--- src/design/cmd_pkg.sv ---
package cmd_pkg;

    // ==================================================
    // frame bytes
    // ==================================================
    localparam logic [7:0] SYNC_BYTE = 8'h55;
    // reply for an opcode the decoder does not know
    localparam logic [7:0] NAK_BYTE = 8'hEE;

    // pwm outputs
    localparam int PWM_CHANNELS = 8;

    // clocks per uart bit, kept small for simulation
    localparam int UART_DIV = 8;
    localparam int UART_CNT_W = $clog2(UART_DIV);

    // ==================================================
    // command types
    // ==================================================
    typedef enum logic [7:0] {
        OP_PWM_DUTY  = 8'h01,
        OP_UART_SEND = 8'h02,
        OP_LED       = 8'h03,
        OP_ECHO      = 8'h04
    } opcode_e;

    // one decoded frame, sync byte stripped
    typedef struct packed {
        opcode_e    opcode;
        logic [7:0] addr;
        logic [7:0] data;
    } cmd_t;

    // byte going up to the usb core
    typedef struct packed {
        logic [7:0] data;
        logic       valid;
    } upload_t;

endpackage

--- src/design/frame_parser.sv ---
`timescale 1ns/1ns

module frame_parser (
    input  logic          clk,
    input  logic          arst_n_i,
    input  logic [7:0]    byte_i,
    input  logic          byte_valid_i,
    output cmd_pkg::cmd_t cmd_o,
    output logic          cmd_valid_o,
    output logic          nak_valid_o
);
    import cmd_pkg::*;

    typedef enum logic [1:0] {
        IDLE,
        OPCODE,
        ADDR,
        DATA
    } state_e;

    state_e     state_q;
    logic [7:0] opcode_q;
    logic [7:0] addr_q;
    logic       op_known;

    // opcode check against the supported set
    always_comb begin
        case (opcode_q)
            OP_PWM_DUTY, OP_UART_SEND, OP_LED, OP_ECHO: op_known = 1'b1;
            default: op_known = 1'b0;
        endcase
    end

    // frame fsm, advances once per received byte
    always_ff @(posedge clk or negedge arst_n_i) begin
        if (!arst_n_i) begin
            state_q     <= IDLE;
            cmd_valid_o <= 1'b0;
            nak_valid_o <= 1'b0;
        end else begin
            cmd_valid_o <= 1'b0;
            nak_valid_o <= 1'b0;
            if (byte_valid_i) begin
                case (state_q)
                    // anything but sync is line noise here
                    IDLE: begin
                        if (byte_i == SYNC_BYTE) begin
                            state_q <= OPCODE;
                        end
                    end
                    OPCODE: state_q <= ADDR;
                    ADDR: state_q <= DATA;
                    DATA: begin
                        state_q     <= IDLE;
                        cmd_valid_o <= op_known;
                        nak_valid_o <= !op_known;
                    end
                    default: state_q <= IDLE;
                endcase
            end
        end
    end

    // field capture
    always_ff @(posedge clk) begin
        if (byte_valid_i) begin
            case (state_q)
                OPCODE: opcode_q <= byte_i;
                ADDR: addr_q <= byte_i;
                DATA: begin
                    cmd_o.opcode <= opcode_e'(opcode_q);
                    cmd_o.addr   <= addr_q;
                    cmd_o.data   <= byte_i;
                end
                default: ;
            endcase
        end
    end

endmodule

--- src/design/pwm_bank.sv ---
`timescale 1ns/1ns

module pwm_bank (
    input  logic                             clk,
    input  logic                             arst_n_i,
    input  cmd_pkg::cmd_t                    cmd_i,
    input  logic                             cmd_valid_i,
    output logic [cmd_pkg::PWM_CHANNELS-1:0] pwm_o
);
    import cmd_pkg::*;

    // shared period counter
    logic [7:0] cnt_q;
    // duty written by the host, applied on wrap
    logic [7:0] duty_pend_q [PWM_CHANNELS];
    logic [7:0] duty_act_q  [PWM_CHANNELS];
    logic       duty_wr;

    assign duty_wr = cmd_valid_i && (cmd_i.opcode == OP_PWM_DUTY);

    always_ff @(posedge clk or negedge arst_n_i) begin
        if (!arst_n_i) begin
            cnt_q <= '0;
            for (int i = 0; i < PWM_CHANNELS; i++) begin
                duty_pend_q[i] <= '0;
                duty_act_q[i]  <= '0;
            end
        end else begin
            cnt_q <= cnt_q + 8'd1;
            for (int i = 0; i < PWM_CHANNELS; i++) begin
                // out of range addresses match no channel
                if (duty_wr && (cmd_i.addr == 8'(i))) begin
                    duty_pend_q[i] <= cmd_i.data;
                end
                // new period starts with the pending duty
                if (cnt_q == 8'hFF) begin
                    duty_act_q[i] <= duty_pend_q[i];
                end
            end
        end
    end

    // high while counter is below duty, so duty 0 stays low
    always_comb begin
        for (int i = 0; i < PWM_CHANNELS; i++) begin
            pwm_o[i] = (cnt_q < duty_act_q[i]);
        end
    end

endmodule

--- src/design/uart_port.sv ---
`timescale 1ns/1ns

module uart_port (
    input  logic       clk,
    input  logic       arst_n_i,
    input  logic [7:0] tx_data_i,
    input  logic       tx_start_i,
    output logic       tx_o,
    input  logic       rx_i,
    output logic [7:0] rx_data_o,
    output logic       rx_valid_o
);
    import cmd_pkg::*;

    // ==================================================
    // transmitter, 8N1
    // ==================================================
    logic                  tx_busy;
    logic [UART_CNT_W-1:0] tx_div_q;
    logic [3:0]            tx_bit_q;
    logic [9:0]            tx_shift_q;
    logic                  tx_bit_end;

    assign tx_bit_end = (tx_div_q == UART_CNT_W'(UART_DIV - 1));

    always_ff @(posedge clk or negedge arst_n_i) begin
        if (!arst_n_i) begin
            tx_busy  <= 1'b0;
            tx_div_q <= '0;
            tx_bit_q <= '0;
        end else if (!tx_busy) begin
            // start while busy is simply lost
            if (tx_start_i) begin
                tx_busy  <= 1'b1;
                tx_div_q <= '0;
                tx_bit_q <= '0;
            end
        end else if (tx_bit_end) begin
            tx_div_q <= '0;
            if (tx_bit_q == 4'd9) begin
                tx_busy <= 1'b0;
            end else begin
                tx_bit_q <= tx_bit_q + 4'd1;
            end
        end else begin
            tx_div_q <= tx_div_q + 1'b1;
        end
    end

    // stop, data lsb first, start
    always_ff @(posedge clk) begin
        if (!tx_busy && tx_start_i) begin
            tx_shift_q <= {1'b1, tx_data_i, 1'b0};
        end else if (tx_busy && tx_bit_end) begin
            tx_shift_q <= {1'b1, tx_shift_q[9:1]};
        end
    end

    // line idles high
    assign tx_o = tx_busy ? tx_shift_q[0] : 1'b1;

    // ==================================================
    // receiver
    // ==================================================
    logic                  rx_meta_q;
    logic                  rx_sync_q;
    logic                  rx_prev_q;
    logic                  rx_busy_q;
    logic [UART_CNT_W-1:0] rx_div_q;
    logic [3:0]            rx_bit_q;
    logic [7:0]            rx_shift_q;
    logic                  rx_mid;

    // sample point about half a bit in
    assign rx_mid = (rx_div_q == UART_CNT_W'(UART_DIV / 2 - 1));

    always_ff @(posedge clk or negedge arst_n_i) begin
        if (!arst_n_i) begin
            rx_meta_q  <= 1'b1;
            rx_sync_q  <= 1'b1;
            rx_prev_q  <= 1'b1;
            rx_busy_q  <= 1'b0;
            rx_div_q   <= '0;
            rx_bit_q   <= '0;
            rx_valid_o <= 1'b0;
        end else begin
            rx_meta_q  <= rx_i;
            rx_sync_q  <= rx_meta_q;
            rx_prev_q  <= rx_sync_q;
            rx_valid_o <= 1'b0;
            if (!rx_busy_q) begin
                // falling edge opens the start bit
                if (rx_prev_q && !rx_sync_q) begin
                    rx_busy_q <= 1'b1;
                    rx_div_q  <= '0;
                    rx_bit_q  <= '0;
                end
            end else begin
                if (rx_div_q == UART_CNT_W'(UART_DIV - 1)) begin
                    rx_div_q <= '0;
                    rx_bit_q <= rx_bit_q + 4'd1;
                end else begin
                    rx_div_q <= rx_div_q + 1'b1;
                end
                if (rx_mid) begin
                    // start bit gone high again, a glitch
                    if (rx_bit_q == 4'd0 && rx_sync_q) begin
                        rx_busy_q <= 1'b0;
                    end
                    // stop bit, framing error drops the byte
                    if (rx_bit_q == 4'd9) begin
                        rx_busy_q  <= 1'b0;
                        rx_valid_o <= rx_sync_q;
                    end
                end
            end
        end
    end

    always_ff @(posedge clk) begin
        if (rx_busy_q && rx_mid) begin
            if (rx_bit_q >= 4'd1 && rx_bit_q <= 4'd8) begin
                rx_shift_q <= {rx_sync_q, rx_shift_q[7:1]};
            end
            if (rx_bit_q == 4'd9) begin
                rx_data_o <= rx_shift_q;
            end
        end
    end

endmodule

--- src/design/upload_mux.sv ---
`timescale 1ns/1ns

module upload_mux (
    input  logic             clk,
    input  logic             arst_n_i,
    input  cmd_pkg::cmd_t    cmd_i,
    input  logic             cmd_valid_i,
    input  logic             nak_valid_i,
    input  logic [7:0]       rx_data_i,
    input  logic             rx_valid_i,
    output cmd_pkg::upload_t upload_o
);
    import cmd_pkg::*;

    logic       rx_pend_q;
    logic [7:0] rx_data_q;
    logic       reply_req;
    logic [7:0] reply_byte;
    // uart pending view including this cycle's arrival
    logic       rx_pend_d;
    logic [7:0] rx_data_d;
    logic       up_valid_q;
    logic [7:0] up_data_q;

    assign reply_req  = (cmd_valid_i && (cmd_i.opcode == OP_ECHO)) || nak_valid_i;
    assign reply_byte = nak_valid_i ? NAK_BYTE : cmd_i.data;

    // a new byte overwrites an unsent one of the same source
    assign rx_pend_d = rx_valid_i || rx_pend_q;
    assign rx_data_d = rx_valid_i ? rx_data_i : rx_data_q;

    always_ff @(posedge clk or negedge arst_n_i) begin
        if (!arst_n_i) begin
            rx_pend_q  <= 1'b0;
            up_valid_q <= 1'b0;
        end else begin
            up_valid_q <= reply_req || rx_pend_d;
            // replies win and leave at once, uart bytes wait
            rx_pend_q  <= reply_req && rx_pend_d;
        end
    end

    always_ff @(posedge clk) begin
        rx_data_q <= rx_data_d;
        up_data_q <= reply_req ? reply_byte : rx_data_d;
    end

    assign upload_o = '{data: up_data_q, valid: up_valid_q};

endmodule

--- src/design/cmd_ctrl.sv ---
`timescale 1ns/1ns

module cmd_ctrl (
    input  logic                             clk,
    input  logic                             arst_n_i,
    input  logic [7:0]                       usb_data_i,
    input  logic                             usb_data_valid_i,
    output logic [7:0]                       usb_upload_data_o,
    output logic                             usb_upload_valid_o,
    output logic [cmd_pkg::PWM_CHANNELS-1:0] pwm_pins_o,
    input  logic                             ext_uart_rx_i,
    output logic                             ext_uart_tx_o,
    output logic                             led_o
);
    import cmd_pkg::*;

    cmd_t       cmd;
    logic       cmd_valid;
    logic       nak_valid;
    logic       tx_start;
    logic [7:0] rx_data;
    logic       rx_valid;
    upload_t    upload;

    // ==================================================
    // frame decode
    // ==================================================
    frame_parser u_parser (
        .clk          (clk),
        .arst_n_i     (arst_n_i),
        .byte_i       (usb_data_i),
        .byte_valid_i (usb_data_valid_i),
        .cmd_o        (cmd),
        .cmd_valid_o  (cmd_valid),
        .nak_valid_o  (nak_valid)
    );

    assign tx_start = cmd_valid && (cmd.opcode == OP_UART_SEND);

    // status led follows data bit 0
    always_ff @(posedge clk or negedge arst_n_i) begin
        if (!arst_n_i) begin
            led_o <= 1'b0;
        end else if (cmd_valid && (cmd.opcode == OP_LED)) begin
            led_o <= cmd.data[0];
        end
    end

    // ==================================================
    // command targets
    // ==================================================
    pwm_bank u_pwm (
        .clk         (clk),
        .arst_n_i    (arst_n_i),
        .cmd_i       (cmd),
        .cmd_valid_i (cmd_valid),
        .pwm_o       (pwm_pins_o)
    );

    uart_port u_uart (
        .clk        (clk),
        .arst_n_i   (arst_n_i),
        .tx_data_i  (cmd.data),
        .tx_start_i (tx_start),
        .tx_o       (ext_uart_tx_o),
        .rx_i       (ext_uart_rx_i),
        .rx_data_o  (rx_data),
        .rx_valid_o (rx_valid)
    );

    upload_mux u_upload (
        .clk         (clk),
        .arst_n_i    (arst_n_i),
        .cmd_i       (cmd),
        .cmd_valid_i (cmd_valid),
        .nak_valid_i (nak_valid),
        .rx_data_i   (rx_data),
        .rx_valid_i  (rx_valid),
        .upload_o    (upload)
    );

    // back to the usb core
    assign usb_upload_data_o  = upload.data;
    assign usb_upload_valid_o = upload.valid;

endmodule

--- config.mk ---
export PLATFORM = sky130hd
export DESIGN_NAME = cmd_ctrl
export DESIGN_NICKNAME = d
export VERILOG_FILES = /design/src/design/cmd_pkg.sv /design/src/design/frame_parser.sv /design/src/design/pwm_bank.sv /design/src/design/uart_port.sv /design/src/design/upload_mux.sv /design/src/design/cmd_ctrl.sv
export SDC_FILE = /design/constraint.sdc
export NUM_CORES = 1
export LEC_CHECK = 0
export ABC_AREA = 0
export BUFFER_PORTS_ARGS = -buffer_cell sky130_fd_sc_hd__buf_2
export CAP_MARGIN = 20
export CORE_AREA = 8 8 173 175
export CTS_BUF_LIST = sky130_fd_sc_hd__clkbuf_4 sky130_fd_sc_hd__clkbuf_8 sky130_fd_sc_hd__clkbuf_16
export DETAILED_ROUTE_END_ITERATION = 10
export DIE_AREA = 0 0 181 183
export PLACE_DENSITY = 0.59
export SETUP_SLACK_MARGIN = 0.4
export SYNTH_ARGS = -nofsm -noshare
export SYNTH_HDL_FRONTEND = slang
export SYNTH_SLANG_ARGS = --single-unit
--- constraint.sdc ---
create_clock -name clk -period 2.5 [get_ports clk]
set_input_delay 0.25 -clock clk [delete_from_list [all_inputs] [get_ports clk]]
set_output_delay 0.25 -clock clk [all_outputs]
set_load 0.02 [all_outputs]
==> metrics.md, run 1 <==
| Metric | Value |
|---|---|
| Seq pwr share | `about half` |
| Synth warn | `0` |
| Synth area leaders | `dfrtp_1 38%, edfxtp_1 18%, mux2_2 12%` |
| Vias in the first global route | `between 6000 and 7000` |
| DR vias | `just under 6000` |
| Die Wd | `between 150 and 200 um` |
| Pre-CTS setup slack | `between 300 and 400 ps` |
| Post-route cell area | `around 0.013 mm2` |
| Crit. End Element | `output port` |
| Count leader, synth | `dfrtp_1` |
| CTS tree | `yes` |
| Slew Limit Headroom | `42.9%` |
| Die area | `between 0.03 and 0.04 mm2` |
| Sw Ratio | `24.2%` |
| Post-synth EDFFs | `64` |
| Layout cell share with drive strength beyond 1 | `approximately a third` |
| First-pass GRT wire length | `approximately 35000 um` |
| TritonRoute pass-1 iters | `4` |
| H-tree depth | `1` |
| Synth Instances | `between 700 and 800` |
| Startpoint types | `flop` |
| Max Freq | `~420 MHz` |
| Post-DRT Antenna Nets | `0` |
| Int Power | `between 6 and 7 mW` |
| Clock share of power | `just over 40%` |
| Hold Crit Class | `primary input to asynchronous set/reset pin` |
| Buffers on Ports | `30` |
| Post-synth top area share | `approximately 38%` |
| RR Startpoint | `u_parser.cmd_o[18]` |
| Leakage power | `5.63 nW` |
| Outcome | `completed` |
| Switching power of the nets | `around 2.2 mW` |
| Area taken by flip-flops and latches | `between 0.006 and 0.007 mm2` |
| Post-place instance area | `~0.011 mm2` |
| Wire per inst | `about 17 um` |
| Iteration-0 DRC Markers | `between 300 and 400` |
| PD cells | `roughly 700 mW/mm2` |
| Crit path arrival time | `between 2000 and 2500 ps` |
| RR Endpoint | `u_pwm.duty_pend_q[47]` |
| Routability-driven placement congestion ratio | `between 0.7 and 0.8` |
| Antenna fix cells | `0` |
| Nets | `920` |
| Height of the die | `183 um` |
| Fin. max-slew vios | `0` |
| Antenna violations before repair | `0` |
| Final Setup Violations | `0` |
| Remaining global-route overflow | `0` |
| Root Driver | `clkbuf_16` |
| Crit-path max FO | `7` |
| VDD IR-drop max | `about 530 uV` |
| Tcrit/Tclk final | `between 90% and 100%` |
| Sequential fraction of the synthesis area | `between 50 and 60%` |
| Final setup margin | `between 100 and 150 ps` |
| CTS Buf Count | `26` |
| Max_cap viols | `0` |
| FF-to-FF path depth | `4` |
| Layout filler cell count | `between 2000 and 2500` |
| CTS Buffer Depth | `3` |
| Worst Max-Slew Pin Slew | `between 800 and 900 ps` |
| Largest net degree at the start of global routing | `57` |
| RSZ-0062 raised after global routing | `yes` |
| CP Capture Point | `pwm_pins_o[5]` |
| Worst skew pair latency | `around 520 ps` |
| Ys async rst share | `approximately two thirds` |
| Flops & latches, synth | `244` |
| Most frequent cells after synthesis | `160 x dfrtp_1, 116 x mux2_2, 74 x inv_1, 72 x ha_1, 64 x edfxtp_1` |
| Total negative slack | `0 ps` |
| Clk_skew | `8.58 ps` |
| Unique masters post-synth | `between 50 and 60` |
| Synth-to-layout area growth | `18.1%` |
| Core area | `~0.027 mm2` |
| # DRC | `0` |
| Hpwl dp | `roughly 14000 um` |
| Initial cell density of the core | `between 30% and 40%` |
| Total nets after synthesis | `between 800 and 900` |
| Cell Area, Synth | `0.0107 mm2` |
| IO Count | `31` |
| Logic gate share of total power | `7.3%` |
| FP Rows | `61` |
| Routed vias/inst | `just under 5` |
| Fin. Hold Viols | `0` |
| Post-layout min period | `about 2400 ps` |
| Clock sink count | `244` |
| Multi-input logic area | `0.00412 mm2` |
| Synthesized area per cell | `about 14 um2` |
| Setup CP Type | `flop to output port` |
| Worst EP required | `around 2300 ps` |
| Setup slack, reg-to-reg | `430 ps` |
| Main flop type after synthesis | `dfrtp_1` |
| Synth area leader | `dfrtp_1` |
| GR Util All Layers | `about an eighth` |
| Routed WL | `roughly 21000 um` |
| Worst-path clk slew | `about 60 ps` |
| CP startpoint | `u_pwm.cnt_q[5]` |
sequential cells by signal, summed over array words and instances, names as in the netlist, 2 cells and up:
| signal | flops |
|---|---|
| u_pwm.duty_act_q | 64 |
| u_pwm.duty_pend_q | 64 |
| u_parser.cmd_o | 24 |
| u_uart.tx_shift_q | 9 |
| u_parser.addr_q | 8 |
| u_parser.opcode_q | 8 |
| u_pwm.cnt_q | 8 |
| u_uart.rx_data_o | 8 |
| u_uart.rx_shift_q | 8 |
| u_upload.rx_data_q | 8 |
| u_upload.up_data_q | 8 |
| u_uart.rx_bit_q | 4 |
| u_uart.tx_bit_q | 4 |
| u_uart.rx_div_q | 3 |
| u_uart.tx_div_q | 3 |
| u_parser.state_q | 2 |
power by group through the flow:
stage	registers (mW)	clock network, mW	logic, mW
detailed placement	4.75	0	0.664
CTS	4.68	3.85	0.679
global route	4.71	4.02	0.774
global placement	4.74	0	0.653
floorplan	4.62	0	0.452
finish	4.67	3.76	0.665
timing repair:
action | CTS | global route
hold endpoints to repair | 76 | 0
buffers inserted | 5 | 4
setup endpoints to repair | 32 | 68
hold buffers | 11 | 0
resized for setup | 33 | 14
pin swaps | 5 | 8
how the worst min path moves through the flow:
| stage | cells past startpoint | slack, ps | end | start |
|---|---|---|---|---|
| after global placement | 1 | 270 | u_uart.rx_bit_q[1] | arst_n_i |
| after global routing | 2 | 310 | u_uart.rx_bit_q[1] | arst_n_i |
| after detailed placement | 1 | 270 | u_uart.rx_bit_q[1] | arst_n_i |
| after floorplan | 0 | -50 | led_o | arst_n_i |
| after CTS | 2 | 300 | u_uart.rx_bit_q[1] | arst_n_i |
| final | 2 | 270 | u_uart.rx_bit_q[1] | arst_n_i |
metrics by stage:
step | hold WS (ps) | cells | power (mW) | utilization, %
final | 269 | 1202 | 9.09 | 46.1
after global routing | 314 | 1202 | 9.50 | 46.1
after CTS | 298 | 1198 | 9.20 | 45.7
after detailed placement | 270 | 1134 | 5.41 | 41.4
after global placement | 269 | 1134 | 5.39 | 41.4
after floorplan | -45.6 | 765 | 5.07 | -
routing by layer:
layer	GRT usage [%]	up-vias	part of all wire [%]
li1	-	2865	-
met1	18.5	2982	50
met2	20.5	76	45
met3	1.82	27	3.0
met4	3.35	0	1.7
met5	0	-	0
critical path, cell delays in order (launching register included):
cell and delay (ps):
dfrtp_2 500, buf_6 180, ha_4 210, a21o_1 160
a21o_1 170, a21oi_2 130, o31a_1 160, buf_6 120
area by class of cell:
cell class                      instances  share of cell area, %
Sequential cell                       244                   50.4
Multi-Input combinational cell        425                   32.7
Clock buffer                           37                   6.05
Timing Repair Buffer                   65                   4.48
Tap cell                              346                   3.43
Inverter                               74                   2.20
Clock inverter                         11                  0.754
kinds of logic after synthesis:
logic type,count (synthesis),share of synthesized area [%]
buffers and inverters,96,3.62
AO/OA/AOI/OAI,85,5.85
AND/OR/NAND/NOR,117,6.50
flip-flops,244,59.5
multiplexers,139,15.1
XOR/XNOR,12,0.985
adder cells (fa/ha/maj),72,8.44
layout by cell type, fill, tap and decap left out, types with 11 or more instances in the layout:
cell and count:
nor2_1 17, buf_2 22, buf_4 16, nand2b_1 17, nand4_1 13, a22o_1 12, edfxtp_1 64, ha_1 64
dfrtp_1 156, dlygate4sd3_1 11, buf_6 11, clkbuf_16 27, nand2_1 27, mux2_4 16, dfxtp_1 17, mux2_2 116
inv_1 74, a21o_1 25
Note: power is estimated with default switching activity, not from simulation.
==> run 2, diff against run 1 <==
- ABC_AREA: 0 -> 1
- PLACE_DENSITY: 0.59 -> 0.61
- clock period: 2.5 -> 2.15 ns (I/O delays scaled with it)
==> run 2 against run 1 <==
  * Routed wire length up 6.5%
  * Die area unchanged
  * Clock skew up 2.9 ps
  * Cell area up 4.8%
  * Largest cell class unchanged
  * First-iteration DRC count up 37%
  * Sequential share of layout area down 2.3 points
==> metrics.md, run 2 <==
| Metric | Value |
|---|---|
| DR vias | `7271 (+22%)` |
| FP Rows | `61 (unchanged)` |
| Flops & latches, synth | `244 (unchanged)` |
| Final Setup Violations | `0 (unchanged)` |
| Hold Crit Class | `primary input to asynchronous set/reset pin` |
| Leakage power | `6.09 nW (+8.2%)` |
| Core area | `0.0273 mm2 (unchanged)` |
| Crit path arrival time | `1860 ps (-290 ps)` |
| Post-route cell area | `0.0132 mm2 (+4.8%)` |
| Iteration-0 DRC Markers | `424 (+37%)` |
| PD cells | `817 mW/mm2 (+13%)` |
| Fin. max-slew vios | `0 (unchanged)` |
| Clock sink count | `244 (unchanged)` |
| Worst EP required | `1930 ps (-320 ps)` |
| Sequential fraction of the synthesis area | `59.5% (about the same)` |
| Routed vias/inst | `4.83 (-2.5%)` |
| Total nets after synthesis | `1140 (+34%)` |
| Height of the die | `183 um (unchanged)` |
| Vias in the first global route | `7263 (+15%)` |
| Crit path buf inv count | `2 (unchanged)` |
| Antenna violations before repair | `0 (unchanged)` |
| Largest regs | `u_pwm.duty_act_q: 64 flops, u_pwm.duty_pend_q: 64 flops, u_parser.cmd_o: 24 flops` |
| Wire per inst | `14.8 um (-15%)` |
| Root Driver | `clkbuf_16` |
| Most frequent CP cell | `buf_4` |
| CTS Buffer Depth | `3 (unchanged)` |
| Unique masters post-synth | `36 (-32%)` |
| Commonest non-fill, non-tap cell in the layout | `nand2_1` |
| Die area | `0.0331 mm2 (unchanged)` |
| Fin. Hold Viols | `0 (unchanged)` |
| Combinational family with the most area after synthesis | `simple AND/OR/NAND/NOR gates` |
| Count leader, synth | `nand2_1` |
| Simple-Gate Fraction of Synth Area | `16.0% (+9.5 points)` |
| Post-synth top area share | `37.5% (about the same)` |
| IO Count | `31 (unchanged)` |
| Most frequent cells after synthesis | `234 x nand2_1, 160 x dfrtp_1, 114 x inv_1, 96 x a21oi_1, 93 x nor2_1` |
| Largest net degree at the start of global routing | `63 (+11%)` |
| Post-place instance area | `0.0113 mm2 (-0.31%)` |
| Max_cap viols | `0 (unchanged)` |
| Remaining global-route overflow | `0 (unchanged)` |
| Pre-CTS setup slack | `350 ps (+0.973 ps)` |
| Synth area leader | `dfrtp_1` |
| Routability-driven placement congestion ratio | `0.769 (+5.3%)` |
| Initial cell density of the core | `39.0% (about the same)` |
| Synth area leaders | `dfrtp_1 38%, edfxtp_1 18%, ha_1 8.4%` |
| Setup slack, reg-to-reg | `500 ps (+70 ps)` |
| CTS Buf Count | `27 (+3.8%)` |
| Nets | `1224 (+33%)` |
| Buffers on Ports | `30 (unchanged)` |
| Antenna fix cells | `0 (unchanged)` |
| Post-synth EDFFs | `64 (unchanged)` |
| Synthesized area per cell | `10.1 um2 (-28%)` |
| Crit-path max FO | `4 (-3)` |
| Synth warn | `0 (unchanged)` |
| Cell Area, Synth | `0.0107 mm2 (about the same)` |
| Adder-cell share of the synthesized area | `8.45% (about the same)` |
| Outcome | `completed` |
| First-pass GRT wire length | `36400 um (+4.9%)` |
| Crit. End Element | `output port` |
| Post-layout min period | `2070 ps` |
| Tcrit/Tclk final | `96.4%` |
| GR Util All Layers | `13.2% (+0.29 points)` |
| Setup CP Type | `flop to output port` |
| Main flop type after synthesis | `dfrtp_1` |
| Synth-to-layout area growth | `23.9%` |
| CTS tree | `yes` |
| Slew Limit Headroom | `65.5% (+23 points)` |
| Worst path max stage delay | `420 ps (-80 ps)` |
| # DRC | `0 (unchanged)` |
| Mux cell area share after synthesis | `0.845% (-14 points)` |
| TritonRoute pass-1 iters | `5 (+1)` |
| Worst skew pair latency | `520 ps (about the same)` |
| Complex-gate fraction of the synthesized area | `8.38% (+2.5 points)` |
| Layout cell share with drive strength beyond 1 | `20.9% (-11 points)` |
| Die Wd | `181 um (unchanged)` |
| Cell family with most CP delay | `flip-flops` |
| Ys async rst share | `66.8% (unchanged)` |
| CP max stage cell | `dfrtp_2` |
| RR Startpoint | `u_parser.cmd_o[19]` |
| H-tree depth | `1 (unchanged)` |
| Cell-by-cell trace of the critical path | `buf_4, ha_4, a21oi_1, o21ai_1, a21oi_2, buf_4` |
| Synth Instances | `1056 (+38%)` |
| Max Freq | `between 400 and 500 MHz` |
| RSZ-0062 raised after global routing | `yes` |
| Post-synthesis xor/xnor area fraction | `0.821% (-0.16 points)` |
| Clk_skew | `11.5 ps (+2.95 ps)` |
| Total negative slack | `0 ps (unchanged)` |
| VDD IR-drop max | `924 uV (+76%)` |
| Post-DRT Antenna Nets | `0 (unchanged)` |
| Startpoint types | `flop` |
| RR Endpoint | `u_pwm.duty_pend_q[52]` |
| FF-to-FF path depth | `7 (+3)` |
| Routed WL | `22300 um (+6.5%)` |
| Most frequent cells in the layout | `213 x nand2_1, 154 x dfrtp_1, 114 x inv_1` |
| Worst-path clk slew | `60 ps (about the same)` |
| Hpwl dp | `14200 um (+3.8%)` |
| Final setup margin | `76.9 ps (-26.0 ps)` |
| Worst Max-Slew Pin Slew | `518 ps (-336 ps)` |
-- run 2: area by class of cell --
cell class | instances | area [um2]
Clock buffer | 38 | 801
Clock inverter | 11 | 108
Fill cell | 2527 | 14100
Inverter | 115 | 435
Multi-Input combinational cell | 672 | 4340
Sequential cell | 244 | 6350
Tap cell | 346 | 433
Timing Repair Buffer | 80 | 739
-- run 2: how the worst max path moves through the flow --
stage                                     from              endpoint  cells past startpoint
final                           u_pwm.cnt_q[5]         pwm_pins_o[6]                      6
after global routing            u_pwm.cnt_q[5]         pwm_pins_o[6]                      6
after CTS                       u_pwm.cnt_q[1]         pwm_pins_o[6]                      8
after detailed placement    u_uart.rx_div_q[0]      u_uart.rx_busy_q                      7
after global placement      u_uart.rx_div_q[0]      u_uart.rx_busy_q                      7
after floorplan           u_parser.cmd_valid_o  u_uart.tx_shift_q[1]                      7
-- run 2: stage by stage --
step           power (mW)  utilization (%)  std cells  hold WS (ps)
2_1_floorplan        5.88                -       1056         -80.6
3_3_place_gp         6.24             41.3       1427           201
3_5_place_dp         6.27             41.3       1427           199
4_1_cts              10.9             46.9       1494           222
5_1_grt              11.3             48.3       1506           260
6_report             10.8             48.3       1506           203
-- run 2: what timing repair did --
item | in CTS | in global routing
hold buffers | 11 | 0
gates resized for setup | 88 | 52
setup endpoints to repair | 19 | 114
pin swaps | 41 | 31
hold endpoints to repair | 71 | 0
gates cloned | 0 | 2
setup buffers | 7 | 10
-- run 2: cell families after synthesis --
family                   after synthesis
AO/OA/AOI/OAI                        176
XOR/XNOR                              10
adder cells (fa/ha/maj)               72
buffers and inverters                142
flip-flops                           244
multiplexers                           8
AND/OR/NAND/NOR                      404
-- run 2: per-layer routing --
metal	up-vias	wire length, um	part of all wire [%]	global-route usage [%]
li1	3661	-	-	-
met1	3492	10200	46	17.0
met2	89	11000	49	23.2
met3	29	576	2.6	1.82
met4	0	483	2.2	3.54
met5	-	0	0	0
-- run 2: worst reg2reg max path, stage by stage (launching register included) --
cell and delay (ps):
edfxtp_1 420, nor2_2 180, nand3_2 160, nor2_4 210, buf_4 180, nand3_2 180, nand2_1 100, o21ai_0 80
-- run 2: power by group --
part | switching, mW | internal, mW
Combinational | 0.607 | 0.287
Sequential | 0.192 | 5.10
Clock | 1.77 | 2.83
Total | 2.57 | 8.22
==> run 3, diff against run 2 <==
--- a/config.mk
+++ b/config.mk
@@ -9,3 +9,2 @@
 export BUFFER_PORTS_ARGS = -buffer_cell sky130_fd_sc_hd__buf_2
-export CAP_MARGIN = 20
 export CORE_AREA = 8 8 173 175
--- a/constraint.sdc
+++ b/constraint.sdc
@@ -3,2 +3,2 @@
 set_output_delay 0.215 -clock clk [all_outputs]
-set_load 0.02 [all_outputs]
+set_load 0.05 [all_outputs]
==> run 3 against run 2 <==
  * Final cell count grew 1.2%
  * Global-route usage increased by 0.36 points
  * Register-to-register slack got worse by 210 ps
  * Core utilization grew 2.5 points
  * Sequential share of layout area decreased by 2.3 points
  * Clock skew grew 6.4 ps
  * Largest cell class unchanged
  * Highest routed layer unchanged
==> metrics.md, run 3 (synthesis results as in run 2) <==
| Metric | Value |
|---|---|
| Height of the die | `183 um (unchanged)` |
| Layout filler cell count | `2369 (-6.3%)` |
| Hold Crit Class | `primary input to asynchronous set/reset pin` |
| Worst skew pair latency | `530 ps (about the same)` |
| Buffers on Ports | `30 (unchanged)` |
| Tcrit/Tclk final | `97.5% (+1.1 points)` |
| Crit. End Element | `output port` |
| Antenna violations before repair | `0 (unchanged)` |
| Largest net degree at the start of global routing | `76 (+21%)` |
| Remaining global-route overflow | `0 (unchanged)` |
| Post-route cell area | `0.0139 mm2 (+5.1%)` |
| Pre-CTS setup slack | `334 ps (-16.0 ps)` |
| Largest regs | `u_pwm.duty_act_q: 64 flops, u_pwm.duty_pend_q: 64 flops, u_parser.cmd_o: 24 flops` |
| Post-place instance area | `0.0113 mm2 (+0.11%)` |
| Routed vias/inst | `4.95 (+2.6%)` |
| Routability-driven placement congestion ratio | `0.754 (-2.0%)` |
| IO Count | `31 (unchanged)` |
| Final Setup Violations | `0 (unchanged)` |
| Max_cap viols | `0 (unchanged)` |
| Hpwl dp | `14300 um (+0.95%)` |
| Routed WL | `25000 um (+12%)` |
| CTS tree | `yes` |
| Vias in the first global route | `7378 (+1.6%)` |
| Clk_skew | `17.9 ps (+6.36 ps)` |
| Fin. Hold Viols | `0 (unchanged)` |
| Startpoint types | `flop` |
| Worst EP required | `1930 ps (about the same)` |
| Commonest non-fill, non-tap cell in the layout | `nand2_1` |
| Leakage power | `6.35 nW (+4.2%)` |
| RSZ-0062 raised after global routing | `yes` |
| Initial cell density of the core | `39.0% (unchanged)` |
| Crit-path max FO | `3 (-1)` |
| Fin. max-slew vios | `0 (unchanged)` |
| CTS Buffer Depth | `3 (unchanged)` |
| Most frequent cells in the layout | `205 x nand2_1, 154 x dfrtp_1, 114 x inv_1` |
| Die Wd | `181 um (unchanged)` |
| Final setup margin | `53.7 ps (-23.2 ps)` |
| Nets | `1242 (+1.5%)` |
| Crit path arrival time | `1880 ps (+20 ps)` |
| VDD IR-drop max | `817 uV (-12%)` |
| Outcome | `completed` |
| Layout cell share with drive strength beyond 1 | `26.8% (+6.0 points)` |
| Post-layout min period | `2100 ps (+23.2 ps)` |
| GR Util All Layers | `13.6% (+0.36 points)` |
| Max Freq | `477 MHz (-1.1%)` |
| Root Driver | `clkbuf_16` |
| Die area | `0.0331 mm2 (unchanged)` |
| Worst Max-Slew Pin Slew | `543 ps (+25.7 ps)` |
| CTS Buf Count | `26 (-3.7%)` |
| Iteration-0 DRC Markers | `612 (+44%)` |
| PD cells | `808 mW/mm2 (-1.1%)` |
| First-pass GRT wire length | `37300 um (+2.4%)` |
| TritonRoute pass-1 iters | `5 (unchanged)` |
| Clock sink count | `244 (unchanged)` |
| FP Rows | `61 (unchanged)` |
| Worst-path clk slew | `60 ps (about the same)` |
| Synth-to-layout area growth | `30.2%` |
| Wire per inst | `16.4 um (+11%)` |
| # DRC | `0 (unchanged)` |
| Setup CP Type | `flop to output port` |
| Antenna fix cells | `0 (unchanged)` |
| Core area | `0.0273 mm2 (unchanged)` |
| Setup slack, reg-to-reg | `290 ps (-210 ps)` |
| H-tree depth | `1 (unchanged)` |
| Slew Limit Headroom | `63.7% (-1.7 points)` |
| DR vias | `7551 (+3.9%)` |
| Post-DRT Antenna Nets | `0 (unchanged)` |
-- run 3: where the power goes --
group          leakage (nW)  internal (mW)  total (mW)  switching [mW]
logic                  2.88          0.284       0.962           0.678
registers              2.97           5.10        5.30           0.195
clock network         0.492           3.15        4.96            1.80
total                  6.35           8.54        11.2            2.67
-- run 3: worst max-delay path: stages, from the launching register on --
cell and delay [ps]:
dfrtp_2 430, buf_6 150, ha_4 220, nand2_2 60, nand2_2 60, nand3_2 60, nand2_2 70, a21oi_2 140
buf_6 170
-- run 3: metal layers --
layer  up-vias  global-route usage (%)  wire length [um]
met2       113                    24.1             12700
met1      3701                    17.3             10800
met5         -                       0                 0
li1       3695                       -                 -
met4         0                    3.64               652
met3        42                    1.94               796
-- run 3: path summary, 6_finish.rpt --
path,depth (start not counted),startpoint,endpoint
setup / recovery,8,u_pwm.cnt_q[1],pwm_pins_o[4]
hold / removal,2,arst_n_i,u_pwm.duty_act_q[28]
setup reg to reg,11,u_pwm.cnt_q[1],u_pwm.duty_act_q[54]
min in group clk,2,ext_uart_rx_i,u_uart.rx_meta_q
hold reg to reg,0,u_uart.rx_meta_q,u_uart.rx_sync_q
max in group asynchronous,3,arst_n_i,u_pwm.duty_act_q[44]
-- run 3: repair_timing --
action | in CTS | in global routing
cloned | 0 | 18
pin swaps | 44 | 36
hold endpoints to repair | 67 | 0
gates resized for setup | 92 | 120
endpoints found under the setup margin | 43 | 131
setup buffers | 11 | 8
hold buffers | 11 | 0
-- run 3: layout make-up --
class / count / area [um2] / share of cell area, %
clock buffer: 40 / 835 / 6.01
clock inverter: 8 / 145 / 1.05
inverter: 115 / 432 / 3.11
multi-input combinational: 673 / 4570 / 33.0
sequential: 244 / 6350 / 45.8
tap: 346 / 433 / 3.12
timing repair buffer: 98 / 1110 / 7.99
-- run 3: stage by stage --
stage | TNS [ps] | utilization (%) | power (mW) | instances | hold WS, ps
floorplan | 0 | - | 5.95 | 1056 | -80.6
global placement | 0 | 41.3 | 6.30 | 1428 | 183
detailed placement | 0 | 41.3 | 6.35 | 1428 | 184
CTS | 0 | 47.5 | 11.3 | 1498 | 210
global route | -64.6 | 50.8 | 11.7 | 1524 | 245
finish | 0 | 50.8 | 11.2 | 1524 | 201
